==> src/source/soc_pkg.sv <==
package soc_pkg;

  // bus field types, shared by the decoder, the targets and the top
  typedef logic [31:0] addr_t;
  typedef logic [31:0] word_t;
  // one bit per byte lane, all zero is a read
  typedef logic [3:0]  strb_t;

  // upper address half picks the region
  typedef logic [15:0] region_t;

  // byte offset inside one region, 64 KB
  localparam int REGION_OFFSET_BITS = 16;

  // region codes
  localparam region_t REGION_TEXT = 16'h0000;
  localparam region_t REGION_HEAP = 16'h0001;
  localparam region_t REGION_GPIO = 16'h8001;

  // target currently owning the request
  typedef enum logic [1:0] {
    TGT_NONE,
    TGT_TEXT,
    TGT_HEAP,
    TGT_GPIO
  } target_e;

  // width of the gpio in and out vectors
  localparam int GPIO_W = 128;

  // gpio word registers, by word offset addr[7:2]
  typedef enum logic [5:0] {
    OUT0 = 6'h10,
    OUT1 = 6'h11,
    OUT2 = 6'h12,
    OUT3 = 6'h13,
    // input read-back, writes ignored
    IN0  = 6'h14,
    IN1  = 6'h15,
    IN2  = 6'h16,
    IN3  = 6'h17
  } gpio_reg_e;

endpackage
==> src/source/mem_bus_if.sv <==
`timescale 1ns/10ps

interface mem_bus_if;
  import soc_pkg::*;

  // request side, held stable until ready
  logic  valid;
  addr_t addr;
  word_t wdata;
  strb_t wstrb;

  // response side
  // ready is a single cycle pulse per access
  logic  ready;
  word_t rdata;

  // decoder side
  modport initiator (
    output valid,
    output addr,
    output wdata,
    output wstrb,
    input  ready,
    input  rdata
  );

  // memory or register block side
  modport target (
    input  valid,
    input  addr,
    input  wdata,
    input  wstrb,
    output ready,
    output rdata
  );

endinterface

==> src/source/gpio_regs.sv <==
`timescale 1ns/10ps

module gpio_regs (
  input  logic                       clk,
  input  logic                       resetn,
  mem_bus_if.target                  bus_i,
  input  logic [soc_pkg::GPIO_W-1:0] gpio_in_i,
  output logic [soc_pkg::GPIO_W-1:0] gpio_out_o
);
  import soc_pkg::*;

  localparam int WORD_W = $bits(word_t);

  gpio_reg_e  reg_sel;
  logic [1:0] slot;
  logic       valid_q;
  logic       start;

  // word offset inside the region
  assign reg_sel = gpio_reg_e'(bus_i.addr[7:2]);
  // which 32 bit slice of the vector
  assign slot    = bus_i.addr[3:2];
  // access starts on the valid rise only
  assign start   = bus_i.valid && !valid_q;

  // control side, ready pulse and the output registers
  always_ff @(posedge clk) begin
    if (!resetn) begin
      valid_q     <= 1'b0;
      bus_i.ready <= 1'b0;
      gpio_out_o  <= '0;
    end else begin
      valid_q     <= bus_i.valid;
      // every offset answers, mapped or not
      bus_i.ready <= start;
      // full word writes only
      if (start && (bus_i.wstrb == '1)) begin
        case (reg_sel)
          OUT0, OUT1, OUT2, OUT3: begin
            gpio_out_o[slot*WORD_W +: WORD_W] <= bus_i.wdata;
          end
          default: begin
          end
        endcase
      end
    end
  end

  // read data
  // out registers give the value before a write lands
  always_ff @(posedge clk) begin
    if (start) begin
      case (reg_sel)
        OUT0, OUT1, OUT2, OUT3: begin
          bus_i.rdata <= gpio_out_o[slot*WORD_W +: WORD_W];
        end
        IN0, IN1, IN2, IN3: begin
          bus_i.rdata <= gpio_in_i[slot*WORD_W +: WORD_W];
        end
        // other offsets keep the last word
        default: begin
        end
      endcase
    end
  end

endmodule

==> src/flat_wrapper.sv <==
// flat-port wrapper written by rule: the top's interface ports become plain ports
module gpio_regs_flat import soc_pkg::*;
  (clk, resetn, gpio_in_i, gpio_out_o, bus_i_valid, bus_i_addr, bus_i_wdata, bus_i_wstrb, bus_i_ready, bus_i_rdata);
  mem_bus_if bus_i_i ();
  input  logic clk;
  input  logic resetn;
  input  logic [soc_pkg::GPIO_W-1:0] gpio_in_i;
  output logic [soc_pkg::GPIO_W-1:0] gpio_out_o;
  input wire logic [$bits(bus_i_i.valid)-1:0] bus_i_valid;
  input wire logic [$bits(bus_i_i.addr)-1:0] bus_i_addr;
  input wire logic [$bits(bus_i_i.wdata)-1:0] bus_i_wdata;
  input wire logic [$bits(bus_i_i.wstrb)-1:0] bus_i_wstrb;
  output wire logic [$bits(bus_i_i.ready)-1:0] bus_i_ready;
  output wire logic [$bits(bus_i_i.rdata)-1:0] bus_i_rdata;
  assign bus_i_i.valid = bus_i_valid;
  assign bus_i_i.addr = bus_i_addr;
  assign bus_i_i.wdata = bus_i_wdata;
  assign bus_i_i.wstrb = bus_i_wstrb;
  assign bus_i_ready = bus_i_i.ready;
  assign bus_i_rdata = bus_i_i.rdata;
  gpio_regs u_core (.clk(clk), .resetn(resetn), .bus_i(bus_i_i), .gpio_in_i(gpio_in_i), .gpio_out_o(gpio_out_o));
endmodule
==> config.mk <==
export PLATFORM = sky130hd
export DESIGN_NAME = gpio_regs_flat
export DESIGN_NICKNAME = d
export VERILOG_FILES = /design/src/source/soc_pkg.sv /design/src/source/mem_bus_if.sv /design/src/source/gpio_regs.sv /design/src/flat_wrapper.sv
export SDC_FILE = /design/constraint.sdc
export NUM_CORES = 1
export LEC_CHECK = 0
export BUFFER_PORTS_ARGS = -buffer_cell sky130_fd_sc_hd__buf_2
export CAP_MARGIN = 20
export CORE_MARGIN = 2
export CORE_UTILIZATION = 44
export DETAILED_ROUTE_END_ITERATION = 7
export MAX_ROUTING_LAYER = met4
export PLACE_DENSITY = 0.77
export SYNTH_ARGS = -nofsm -noshare
export SYNTH_HDL_FRONTEND = slang
export SYNTH_SLANG_ARGS = --single-unit
==> constraint.sdc <==
create_clock -name clk -period 2.8 [get_ports clk]
set_input_delay 0.56 -clock clk [delete_from_list [all_inputs] [get_ports clk]]
set_output_delay 0.56 -clock clk [all_outputs]
set_load 0.02 [all_outputs]
==> impl_metrics.tcl <==
set metrics [dict create \
    dieArea_sq_um 20500 \
    numCtsBuffers 17 \
    clockBufferDepth 2 \
    first_pass_iters 5 \
    drtIter0Drc 493 \
    yosys_most_used_dff "dfxtp_1" \
    rsz0062_at_grt "no" \
    gp_congestion 0.856 \
    syn_to_final_growth_pct 29.4 \
    setup_viol 0 \
    ir_drop_mv 0.411 \
    overflow 0 \
    worstPathRequired_ns 3.15 \
    min_path_type "in -> reg" \
    crit_fanout 92 \
    postRouteAntennaNets 0 \
    yosys_register_bits 162 \
    nFillCells 1672 \
    cp-start-kind "input port" \
    worstSetupPathType "in -> reg" \
    totalWireLength_um 30400 \
    yosysTopAreaCellShare_pct 30.6 \
    pre_cts_slack_ns -0.0197 \
    static-leakage-power_nw 4.90 \
    clk_pin_slew_ns 0.07 \
    cts_tree "yes" \
    place_area_sq_um 10400 \
    syn_area_sq_um 8520 \
    vias 9007 \
    cts-root-buf "clkbuf_16" \
    syn_nets 1180 \
    drv_cap 0 \
    avgRoutedWirePerCell_um 19.8 \
    dp_hpwl_um 21000 \
    post-synth-top-count-cell "dfxtp_1" \
    whs_ns 0.409 \
    synthArstFlopShare_pct 0 \
    coreArea_sq_um 18800 \
    end_kind "register" \
    multiInputGateArea_sq_um 4440 \
    fin_skew_ns 0.0112 \
    hold_viol 0 \
    power_density_nw_per_um2 495 \
    worstPathArrival_ns 2.80 \
    layout_setup_ws_ns 0.349 \
    grt_pass1_vias 8261 \
    synth_top_area_cell "dfxtp_1" \
    postCtsSetupBuffers 0 \
    avgSynthCellArea_sq_um 8.72 \
    slew_headroom_pct 45.0 \
    grt_pass1_wl_um 45100 \
    route.detailed.drc 0 \
    synth_common_cells "dfxtp_1, a211oi_1, and3_1, nand3_1, nand2_1" \
    slew_viol_final 0 \
    holdBufCountCts 0 \
    status "finished clean" \
    fin_crit_sh_pct 87.5 \
    ctsHtreeMaxLevel 4 \
    rows 50 \
    synth-edff-count 32 \
    start_util_pct 45.2 \
    design_area_sq_um 11000 \
    synth_area_leaders "dfxtp_1, a211oi_1, edfxtp_1" \
    ys_seq_area_share_pct 41.8 \
    tightestPinTransition_ns 0.825 \
    fmax_mhz 408 \
    grt_max_degree 93 \
    clkLatencyLatePin_ns 0.43 \
    total_power_mw 5.45 \
    ys_types 32 \
    via_per_inst 5.86 \
    cts_sinks 162 \
    yosys_warnings 0 \
    antenna_found_initial 7 \
    regArea_sq_um 3560 \
    io_pins 360 \
    fin_setup_tns_ns 0 \
    fin_nets 1459 \
    die_x_um 143 \
    drive_above_1_share_pct 32.9 \
    synthCells 977 \
    portBuffers 333 \
    track_usage_pct 29.3 \
    finalCriticalPeriod_ns 2.45 \
    cts-resized-gates 0 \
    chipHeight_um 143 \
]
[sequential cells by signal, summed over array words and instances (netlist names)]
name                cells
u_core.gpio_out_o     128
u_core.bus_i.rdata     32
u_core.bus_i.ready      1
u_core.valid_q          1
[critical path, cell delays in order]
cell and delay (ns):
buf_2 0.14, inv_1 0.14, ha_1 0.23, or4_4 0.19, buf_12 0.28, and4_2 0.81, nand3_1 0.22, a21boi_1 0.19
[cells by family (layout without fill, tap and decap cells)]
group                      after synthesis  after routing  synth area share (%)
and+or+nand+nor                        443            443                  28.6
adders and majority gates                4              4                 0.588
DFF                                    162            162                  41.8
other                                    0              7                     0
buffers and inverters                  112            404                  6.42
AOI/OAI and AO/OA                      256            256                  22.6
[metal layers]
metal,vias up,global-route usage (%),routed length [um]
met1,4273,34.4,12300
met3,61,6.27,2430
met2,466,48.5,14800
li1,4207,-,-
met4,0,12.5,830
met5,-,-,0
[path summary, 6_finish.rpt]
| check | startpoint | endpoint | slack (ns) | cells after the start |
|---|---|---|---|---|
| min | bus_i_valid | u_core.valid_q | 0.41 | 2 |
| min reg2reg | u_core.gpio_out_o[81] | u_core.gpio_out_o[81] | 0.47 | 2 |
| max reg2reg | u_core.valid_q | u_core.gpio_out_o[16] | 0.65 | 4 |
| max | bus_i_addr[3] | u_core.gpio_out_o[16] | 0.35 | 8 |
[through the flow]
stage / util, % / cells
after floorplan: - / 977
after global routing: 58.5 / 1536
after CTS: 58.4 / 1529
final: 58.5 / 1536
after detailed placement: 55.1 / 1497
after global placement: 55.1 / 1497
[where the power goes]
part / internal [mW] / total (mW) / switching, mW
clock network: 1.52 / 2.50 / 0.985
registers: 2.39 / 2.39 / 0.00277
logic: 0.231 / 0.556 / 0.325
total: 4.14 / 5.45 / 1.31
[area by class of cell]
cell class | count | share of cell area [%]
sequential | 162 | 32.3
inverter | 2 | 0.0681
clock inverter | 13 | 1.67
multi-input combinational | 703 | 40.3
timing repair buffer | 370 | 18.5
tap | 260 | 2.95
antenna | 7 | 0.159
clock buffer | 19 | 4.02
[placed cells by master (no fill, tap or decap), types with 7 or more instances in the layout]
master	Yosys	layout
a21boi_0	62	62
edfxtp_1	32	32
buf_2	32	332
and3_1	128	128
nand2_1	100	98
nand2b_1	32	32
buf_12	0	7
a211oi_1	128	128
dfxtp_1	130	130
diode_2	0	7
clkbuf_16	0	17
nand3_1	128	128
nor4_1	32	32
buf_4	7	31
a21boi_1	66	66
Power figures use the tool's default switching activity.
