### config.mk
export PLATFORM = sky130hd
export DESIGN_NAME = bus_decoder_flat
export DESIGN_NICKNAME = d
export VERILOG_FILES = /design/src/source/soc_pkg.sv /design/src/source/mem_bus_if.sv /design/src/source/bus_decoder.sv /design/src/flat_wrapper.sv
export SDC_FILE = /design/constraint.sdc
export NUM_CORES = 1
export LEC_CHECK = 0
export BUFFER_PORTS_ARGS = -buffer_cell sky130_fd_sc_hd__buf_2
export CAP_MARGIN = 40
export CORE_AREA = 5 5 155 157
export CTS_CLUSTER_SIZE = 40
export DETAILED_ROUTE_END_ITERATION = 10
export DIE_AREA = 0 0 160 162
export HOLD_SLACK_MARGIN = 0.05
export PLACE_DENSITY = 0.49
export SLEW_MARGIN = 20
export SYNTH_ARGS = -nofsm -noshare
export SYNTH_HDL_FRONTEND = slang
export SYNTH_SLANG_ARGS = --single-unit
### constraint.sdc
create_clock -name clk -period 1.4 [get_ports clk]
set_input_delay 0.28 -clock clk [delete_from_list [all_inputs] [get_ports clk]]
set_output_delay 0.28 -clock clk [all_outputs]
set_load 0.01 [all_outputs]
### src/source/soc_pkg.sv
package soc_pkg;

  // bus field types, shared by the decoder, the targets and the top
  typedef logic [31:0] addr_t;
  typedef logic [31:0] word_t;
  // one bit per byte lane, all zero is a read
  typedef logic [3:0]  strb_t;

  // upper address half picks the region
  typedef logic [15:0] region_t;

  // byte offset inside one region, 64 KB
  localparam int REGION_OFFSET_BITS = 16;

  // region codes
  localparam region_t REGION_TEXT = 16'h0000;
  localparam region_t REGION_HEAP = 16'h0001;
  localparam region_t REGION_GPIO = 16'h8001;

  // target currently owning the request
  typedef enum logic [1:0] {
    TGT_NONE,
    TGT_TEXT,
    TGT_HEAP,
    TGT_GPIO
  } target_e;

  // width of the gpio in and out vectors
  localparam int GPIO_W = 128;

  // gpio word registers, by word offset addr[7:2]
  typedef enum logic [5:0] {
    OUT0 = 6'h10,
    OUT1 = 6'h11,
    OUT2 = 6'h12,
    OUT3 = 6'h13,
    // input read-back, writes ignored
    IN0  = 6'h14,
    IN1  = 6'h15,
    IN2  = 6'h16,
    IN3  = 6'h17
  } gpio_reg_e;

endpackage
### src/source/mem_bus_if.sv
`timescale 1ns/10ps

interface mem_bus_if;
  import soc_pkg::*;

  // request side, held stable until ready
  logic  valid;
  addr_t addr;
  word_t wdata;
  strb_t wstrb;

  // response side
  // ready is a single cycle pulse per access
  logic  ready;
  word_t rdata;

  // decoder side
  modport initiator (
    output valid,
    output addr,
    output wdata,
    output wstrb,
    input  ready,
    input  rdata
  );

  // memory or register block side
  modport target (
    input  valid,
    input  addr,
    input  wdata,
    input  wstrb,
    output ready,
    output rdata
  );

endinterface

### src/source/bus_decoder.sv
`timescale 1ns/10ps

module bus_decoder (
  input  logic           clk,
  input  logic           resetn,
  // master port
  input  logic           mem_valid_i,
  input  soc_pkg::addr_t mem_addr_i,
  input  soc_pkg::word_t mem_wdata_i,
  input  soc_pkg::strb_t mem_wstrb_i,
  output logic           mem_ready_o,
  output soc_pkg::word_t mem_rdata_o,
  // one bus per target
  mem_bus_if.initiator   text_o,
  mem_bus_if.initiator   heap_o,
  mem_bus_if.initiator   gpio_o
);
  import soc_pkg::*;

  region_t region;
  target_e tgt_d;
  target_e tgt_q;
  logic    rsp_ready;
  word_t   rsp_rdata;

  // region code is the upper address half
  assign region = mem_addr_i[$bits(addr_t)-1:REGION_OFFSET_BITS];

  // pick the target for the current request
  always_comb begin
    tgt_d = TGT_NONE;
    if (mem_valid_i) begin
      case (region)
        REGION_TEXT: tgt_d = TGT_TEXT;
        REGION_HEAP: tgt_d = TGT_HEAP;
        REGION_GPIO: tgt_d = TGT_GPIO;
        // unmapped, nobody answers
        default:     tgt_d = TGT_NONE;
      endcase
    end
  end

  // request fields go to every target each cycle
  always_ff @(posedge clk) begin
    text_o.addr  <= mem_addr_i;
    text_o.wdata <= mem_wdata_i;
    text_o.wstrb <= mem_wstrb_i;
    heap_o.addr  <= mem_addr_i;
    heap_o.wdata <= mem_wdata_i;
    heap_o.wstrb <= mem_wstrb_i;
    gpio_o.addr  <= mem_addr_i;
    gpio_o.wdata <= mem_wdata_i;
    gpio_o.wstrb <= mem_wstrb_i;
  end

  // only the matching target sees valid
  always_ff @(posedge clk) begin
    if (!resetn) begin
      tgt_q        <= TGT_NONE;
      text_o.valid <= 1'b0;
      heap_o.valid <= 1'b0;
      gpio_o.valid <= 1'b0;
      mem_ready_o  <= 1'b0;
    end else begin
      tgt_q        <= tgt_d;
      text_o.valid <= (tgt_d == TGT_TEXT);
      heap_o.valid <= (tgt_d == TGT_HEAP);
      gpio_o.valid <= (tgt_d == TGT_GPIO);
      // one more stage toward the master
      mem_ready_o  <= rsp_ready;
    end
  end

  // response merge, taken from the active target only
  always_comb begin
    rsp_ready = 1'b0;
    rsp_rdata = '0;
    case (tgt_q)
      TGT_TEXT: begin
        rsp_ready = text_o.ready;
        rsp_rdata = text_o.rdata;
      end
      TGT_HEAP: begin
        rsp_ready = heap_o.ready;
        rsp_rdata = heap_o.rdata;
      end
      TGT_GPIO: begin
        rsp_ready = gpio_o.ready;
        rsp_rdata = gpio_o.rdata;
      end
      default: begin
        rsp_ready = 1'b0;
        rsp_rdata = '0;
      end
    endcase
  end

  // read data travels with mem_ready_o
  always_ff @(posedge clk) begin
    mem_rdata_o <= rsp_rdata;
  end

endmodule

### src/flat_wrapper.sv
// flat-port wrapper written by rule: the top's interface ports become plain ports
module bus_decoder_flat import soc_pkg::*;
  (clk, resetn, mem_valid_i, mem_addr_i, mem_wdata_i, mem_wstrb_i, mem_ready_o, mem_rdata_o, text_o_valid, text_o_addr, text_o_wdata, text_o_wstrb, text_o_ready, text_o_rdata, heap_o_valid, heap_o_addr, heap_o_wdata, heap_o_wstrb, heap_o_ready, heap_o_rdata, gpio_o_valid, gpio_o_addr, gpio_o_wdata, gpio_o_wstrb, gpio_o_ready, gpio_o_rdata);
  mem_bus_if text_o_i ();
  mem_bus_if heap_o_i ();
  mem_bus_if gpio_o_i ();
  input  logic clk;
  input  logic resetn;
  input  logic mem_valid_i;
  input  soc_pkg::addr_t mem_addr_i;
  input  soc_pkg::word_t mem_wdata_i;
  input  soc_pkg::strb_t mem_wstrb_i;
  output logic mem_ready_o;
  output soc_pkg::word_t mem_rdata_o;
  output wire logic [$bits(text_o_i.valid)-1:0] text_o_valid;
  output wire logic [$bits(text_o_i.addr)-1:0] text_o_addr;
  output wire logic [$bits(text_o_i.wdata)-1:0] text_o_wdata;
  output wire logic [$bits(text_o_i.wstrb)-1:0] text_o_wstrb;
  input wire logic [$bits(text_o_i.ready)-1:0] text_o_ready;
  input wire logic [$bits(text_o_i.rdata)-1:0] text_o_rdata;
  output wire logic [$bits(heap_o_i.valid)-1:0] heap_o_valid;
  output wire logic [$bits(heap_o_i.addr)-1:0] heap_o_addr;
  output wire logic [$bits(heap_o_i.wdata)-1:0] heap_o_wdata;
  output wire logic [$bits(heap_o_i.wstrb)-1:0] heap_o_wstrb;
  input wire logic [$bits(heap_o_i.ready)-1:0] heap_o_ready;
  input wire logic [$bits(heap_o_i.rdata)-1:0] heap_o_rdata;
  output wire logic [$bits(gpio_o_i.valid)-1:0] gpio_o_valid;
  output wire logic [$bits(gpio_o_i.addr)-1:0] gpio_o_addr;
  output wire logic [$bits(gpio_o_i.wdata)-1:0] gpio_o_wdata;
  output wire logic [$bits(gpio_o_i.wstrb)-1:0] gpio_o_wstrb;
  input wire logic [$bits(gpio_o_i.ready)-1:0] gpio_o_ready;
  input wire logic [$bits(gpio_o_i.rdata)-1:0] gpio_o_rdata;
  assign text_o_valid = text_o_i.valid;
  assign text_o_addr = text_o_i.addr;
  assign text_o_wdata = text_o_i.wdata;
  assign text_o_wstrb = text_o_i.wstrb;
  assign text_o_i.ready = text_o_ready;
  assign text_o_i.rdata = text_o_rdata;
  assign heap_o_valid = heap_o_i.valid;
  assign heap_o_addr = heap_o_i.addr;
  assign heap_o_wdata = heap_o_i.wdata;
  assign heap_o_wstrb = heap_o_i.wstrb;
  assign heap_o_i.ready = heap_o_ready;
  assign heap_o_i.rdata = heap_o_rdata;
  assign gpio_o_valid = gpio_o_i.valid;
  assign gpio_o_addr = gpio_o_i.addr;
  assign gpio_o_wdata = gpio_o_i.wdata;
  assign gpio_o_wstrb = gpio_o_i.wstrb;
  assign gpio_o_i.ready = gpio_o_ready;
  assign gpio_o_i.rdata = gpio_o_rdata;
  bus_decoder u_core (.clk(clk), .resetn(resetn), .mem_valid_i(mem_valid_i), .mem_addr_i(mem_addr_i), .mem_wdata_i(mem_wdata_i), .mem_wstrb_i(mem_wstrb_i), .mem_ready_o(mem_ready_o), .mem_rdata_o(mem_rdata_o), .text_o(text_o_i), .heap_o(heap_o_i), .gpio_o(gpio_o_i));
endmodule
==> impl_metrics.yaml <==
status:
  outcome: "completed"
sta:
  worst_slack_ps: 110
  setup_viol: 0
  period_minus_slack_ps: 1290
  fin_skew_ps: 9.63
  finalHoldViolations: 0
  fmaxAchievable_mhz: 775
  worst_slew_pin_slew_ps: 503
  period_share_pct: 92.2
  rsz0062_at_grt: "false"
  final_max_slew_viol_count: 0
  hold_ws_ps: 140
  slew_headroom_pct: 66.0
pwr:
  powerDensity_nw_per_um2: 1040
  p_total_uw: 6760
  ir_worst_vdd_uv: 422
  clockPowerShare_pct: 38.2
  internal-power_uw: 5010
  p_switching_uw: 1750
  p_leak_uw: 0.00339
  seqPwrFrac_pct: 47.6
  combPwrFrac_pct: 14.2
  p_sw_share_pct: 25.9
route:
  wl_met2_um: 8300
  wl_per_cell_um: 16.9
  dr_wl_met3_um: 1640
  top_layer: "met5"
  vias: 3544
  drtAntennaViolNets: 0
  drt-initial-drc-count: 63
  drc: 0
  wirelength_um: 16500
  wl_met1_um: 6240
  detail_route.vias_per_cell: 3.63
  first_pass_iters: 4
floorplanning:
  ios: 410
  die_height_um: 162
  coreArea_um2: 22400
  dieArea_um2: 25900
  initial_core_util_pct: 18.4
  rows: 55
  die_x_um: 160
clock_tree:
  cts_sinks: 106
  htreeDepth: 3
  clock_latency_ps: 350
  ctsRootBufferMaster: "clkbuf_16"
  clockBufferDepth: 2
  clk_pin_slew_worst_paths_ps: 80
  cts_buffers: 9
  cts_tree: "yes"
global_routing:
  grt_pass1_wl_um: 23500
  grt_usage_pct: 11.9
  grt_antenna_before_repair: 1
  grt_pass1_vias: 3811
  overflow: 0
  grt_max_degree: 29
placement:
  port_buffers: 409
  post-place-cells: 892
  placed_area_um2: 5500
  hpwlAfterDp_um: 13500
  place.gp.congestion: 0.731
  dpl_worst_slack_ps: -42.4
setup_path:
  rr_startpoint: "u_core.tgt_q[0]"
  worstSetupEndpointType: "register"
  path_class: "reg -> reg"
  r2r_setup_slack_ps: 110
  rr_endpoint: "u_core.mem_rdata_o[14]"
  cp-start-kind: "register"
  r2r_cells: 3
  crit_required_ps: 1640
  crit_arrival_ps: 1530
  cp_max_fo: 21
finish:
  final_area_um2: 6490
  area_growth_pct: 57.5
  final_cells: 975
  nets: 855
  antenna_cells: 0
  layout-drive-gt1-share_pct: 68.7
logic_synthesis:
  synth_area_um2: 4120
  yosysTopAreaCell: "dfxtp_1"
  yosys_warnings: 0
  syn_area_per_cell_um2: 12.3
  synth_top_area_share_pct: 51.5
  synthTopCellsByArea: "dfxtp_1, buf_4, mux2_4, a22o_1, buf_6"
  ys_seq_area_share_pct: 51.5
  synth_seq_cells: 106
  syn_nets: 505
  syn_inst: 335
  ys_types: 21
worst_hold_path:
  min-delay-start: "text_o_rdata[22]"
  min_to: "u_core.mem_rdata_o[22]"
  hold_depth: 2
  hp-class: "in -> reg"
run:
  max-cap-violations: 0
==> layout by cell type, fill, tap and decap left out, types with 2 or more instances in the layout <==
cell type / Yosys / layout
clkinv_4: 0 / 3
dlygate4sd3_1: 0 / 67
dfxtp_1: 106 / 105
clkbuf_8: 0 / 2
nor4_1: 3 / 2
clkbuf_16: 0 / 9
mux2_4: 30 / 30
buf_12: 0 / 2
buf_2: 1 / 408
nor2_1: 3 / 2
a22o_1: 32 / 32
buf_4: 136 / 9
mux2_2: 3 / 3
==> power groups by stage <==
stage / Sequential [uW] / Clock [uW] / Combinational, uW
after detailed placement: 3290 / 0 / 814
after CTS: 3220 / 2740 / 963
final: 3210 / 2580 / 961
after global routing: 3230 / 2820 / 1030
after floorplan: 3310 / 0 / 470
after global placement: 3290 / 0 / 812
==> flip-flops by register name, summed over array words and instances, names as in the netlist <==
name,flops
u_core.gpio_o.wdata,32
u_core.heap_o.addr,32
u_core.mem_rdata_o,32
u_core.gpio_o.wstrb,4
u_core.tgt_q,2
u_core.gpio_o.valid,1
u_core.heap_o.valid,1
u_core.mem_ready_o,1
u_core.text_o.valid,1
==> Yosys cell counts <==
master and instances:
a21oi_1 1, a22o_1 32, a22oi_1 1, buf_2 1
buf_4 136, buf_6 5, buf_8 3, clkbuf_1 3
dfxtp_1 106, inv_1 1, mux2_2 3, mux2_4 30
nand2_1 1, nand4_1 1, nor2_1 3, nor2b_1 1
nor2b_4 1, nor3_1 1, nor4_1 3, nor4bb_1 1
or2_2 1
==> cell families (layout without fill, tap and decap cells) <==
group                  Yosys count  count (layout)  synth area share (%)
muxes                           33              33                  11.7
and+or+nand+nor                 13              13                  1.97
AOI/OAI and AO/OA               34              34                  7.10
buffers and inverters          149             504                  27.7
DFF                            106             106                  51.5
==> worst max-delay path by stage <==
stage	start	to	slack [ps]	cells past startpoint
after CTS	mem_addr_i[30]	u_core.heap_o.valid	10	7
final	u_core.tgt_q[0]	u_core.mem_rdata_o[14]	110	3
after global routing	u_core.tgt_q[0]	u_core.mem_rdata_o[15]	70	3
after detailed placement	mem_addr_i[17]	u_core.heap_o.valid	-40	5
after floorplan	u_core.tgt_q[0]	u_core.mem_rdata_o[0]	240	4
after global placement	mem_addr_i[17]	u_core.text_o.valid	-80	5
==> layer usage <==
| metal | global-route usage, % | vias to the layer above |
|---|---|---|
| met3 | 5.35 | 20 |
| met2 | 21.0 | 212 |
| li1 | - | 1683 |
| met1 | 13.0 | 1627 |
| met4 | 3.44 | 2 |
| met5 | 0 | - |
==> worst max-delay path, stage by stage (launching register included) <==
cell and delay, ps:
dfxtp_2 430, buf_12 230, mux2_4 320, a22o_1 180
==> what timing repair did <==
item | CTS | global route
resized for setup | 0 | 5
hold buffers | 67 | 1
buffers inserted | 0 | 0
endpoints found under the setup margin | 0 | 5
endpoints found under the hold margin | 67 | 1
==> layout make-up <==
| cell class | count | area, um2 |
|---|---|---|
| Fill cell | 2370 | 15900 |
| Multi-Input combinational cell | 80 | 880 |
| Clock buffer | 11 | 253 |
| Inverter | 1 | 3.75 |
| Tap cell | 285 | 357 |
| Sequential cell | 106 | 2120 |
| Clock inverter | 5 | 46.3 |
| Timing Repair Buffer | 487 | 2830 |
==> metrics by stage <==
stage,util [%],setup TNS (ps)
2_1_floorplan,-,0
3_3_place_gp,24.6,-338
3_5_place_dp,24.6,-77.5
4_1_cts,28.9,0
5_1_grt,29.0,0
6_report,29.0,0
(Power assumes the default switching activity.)
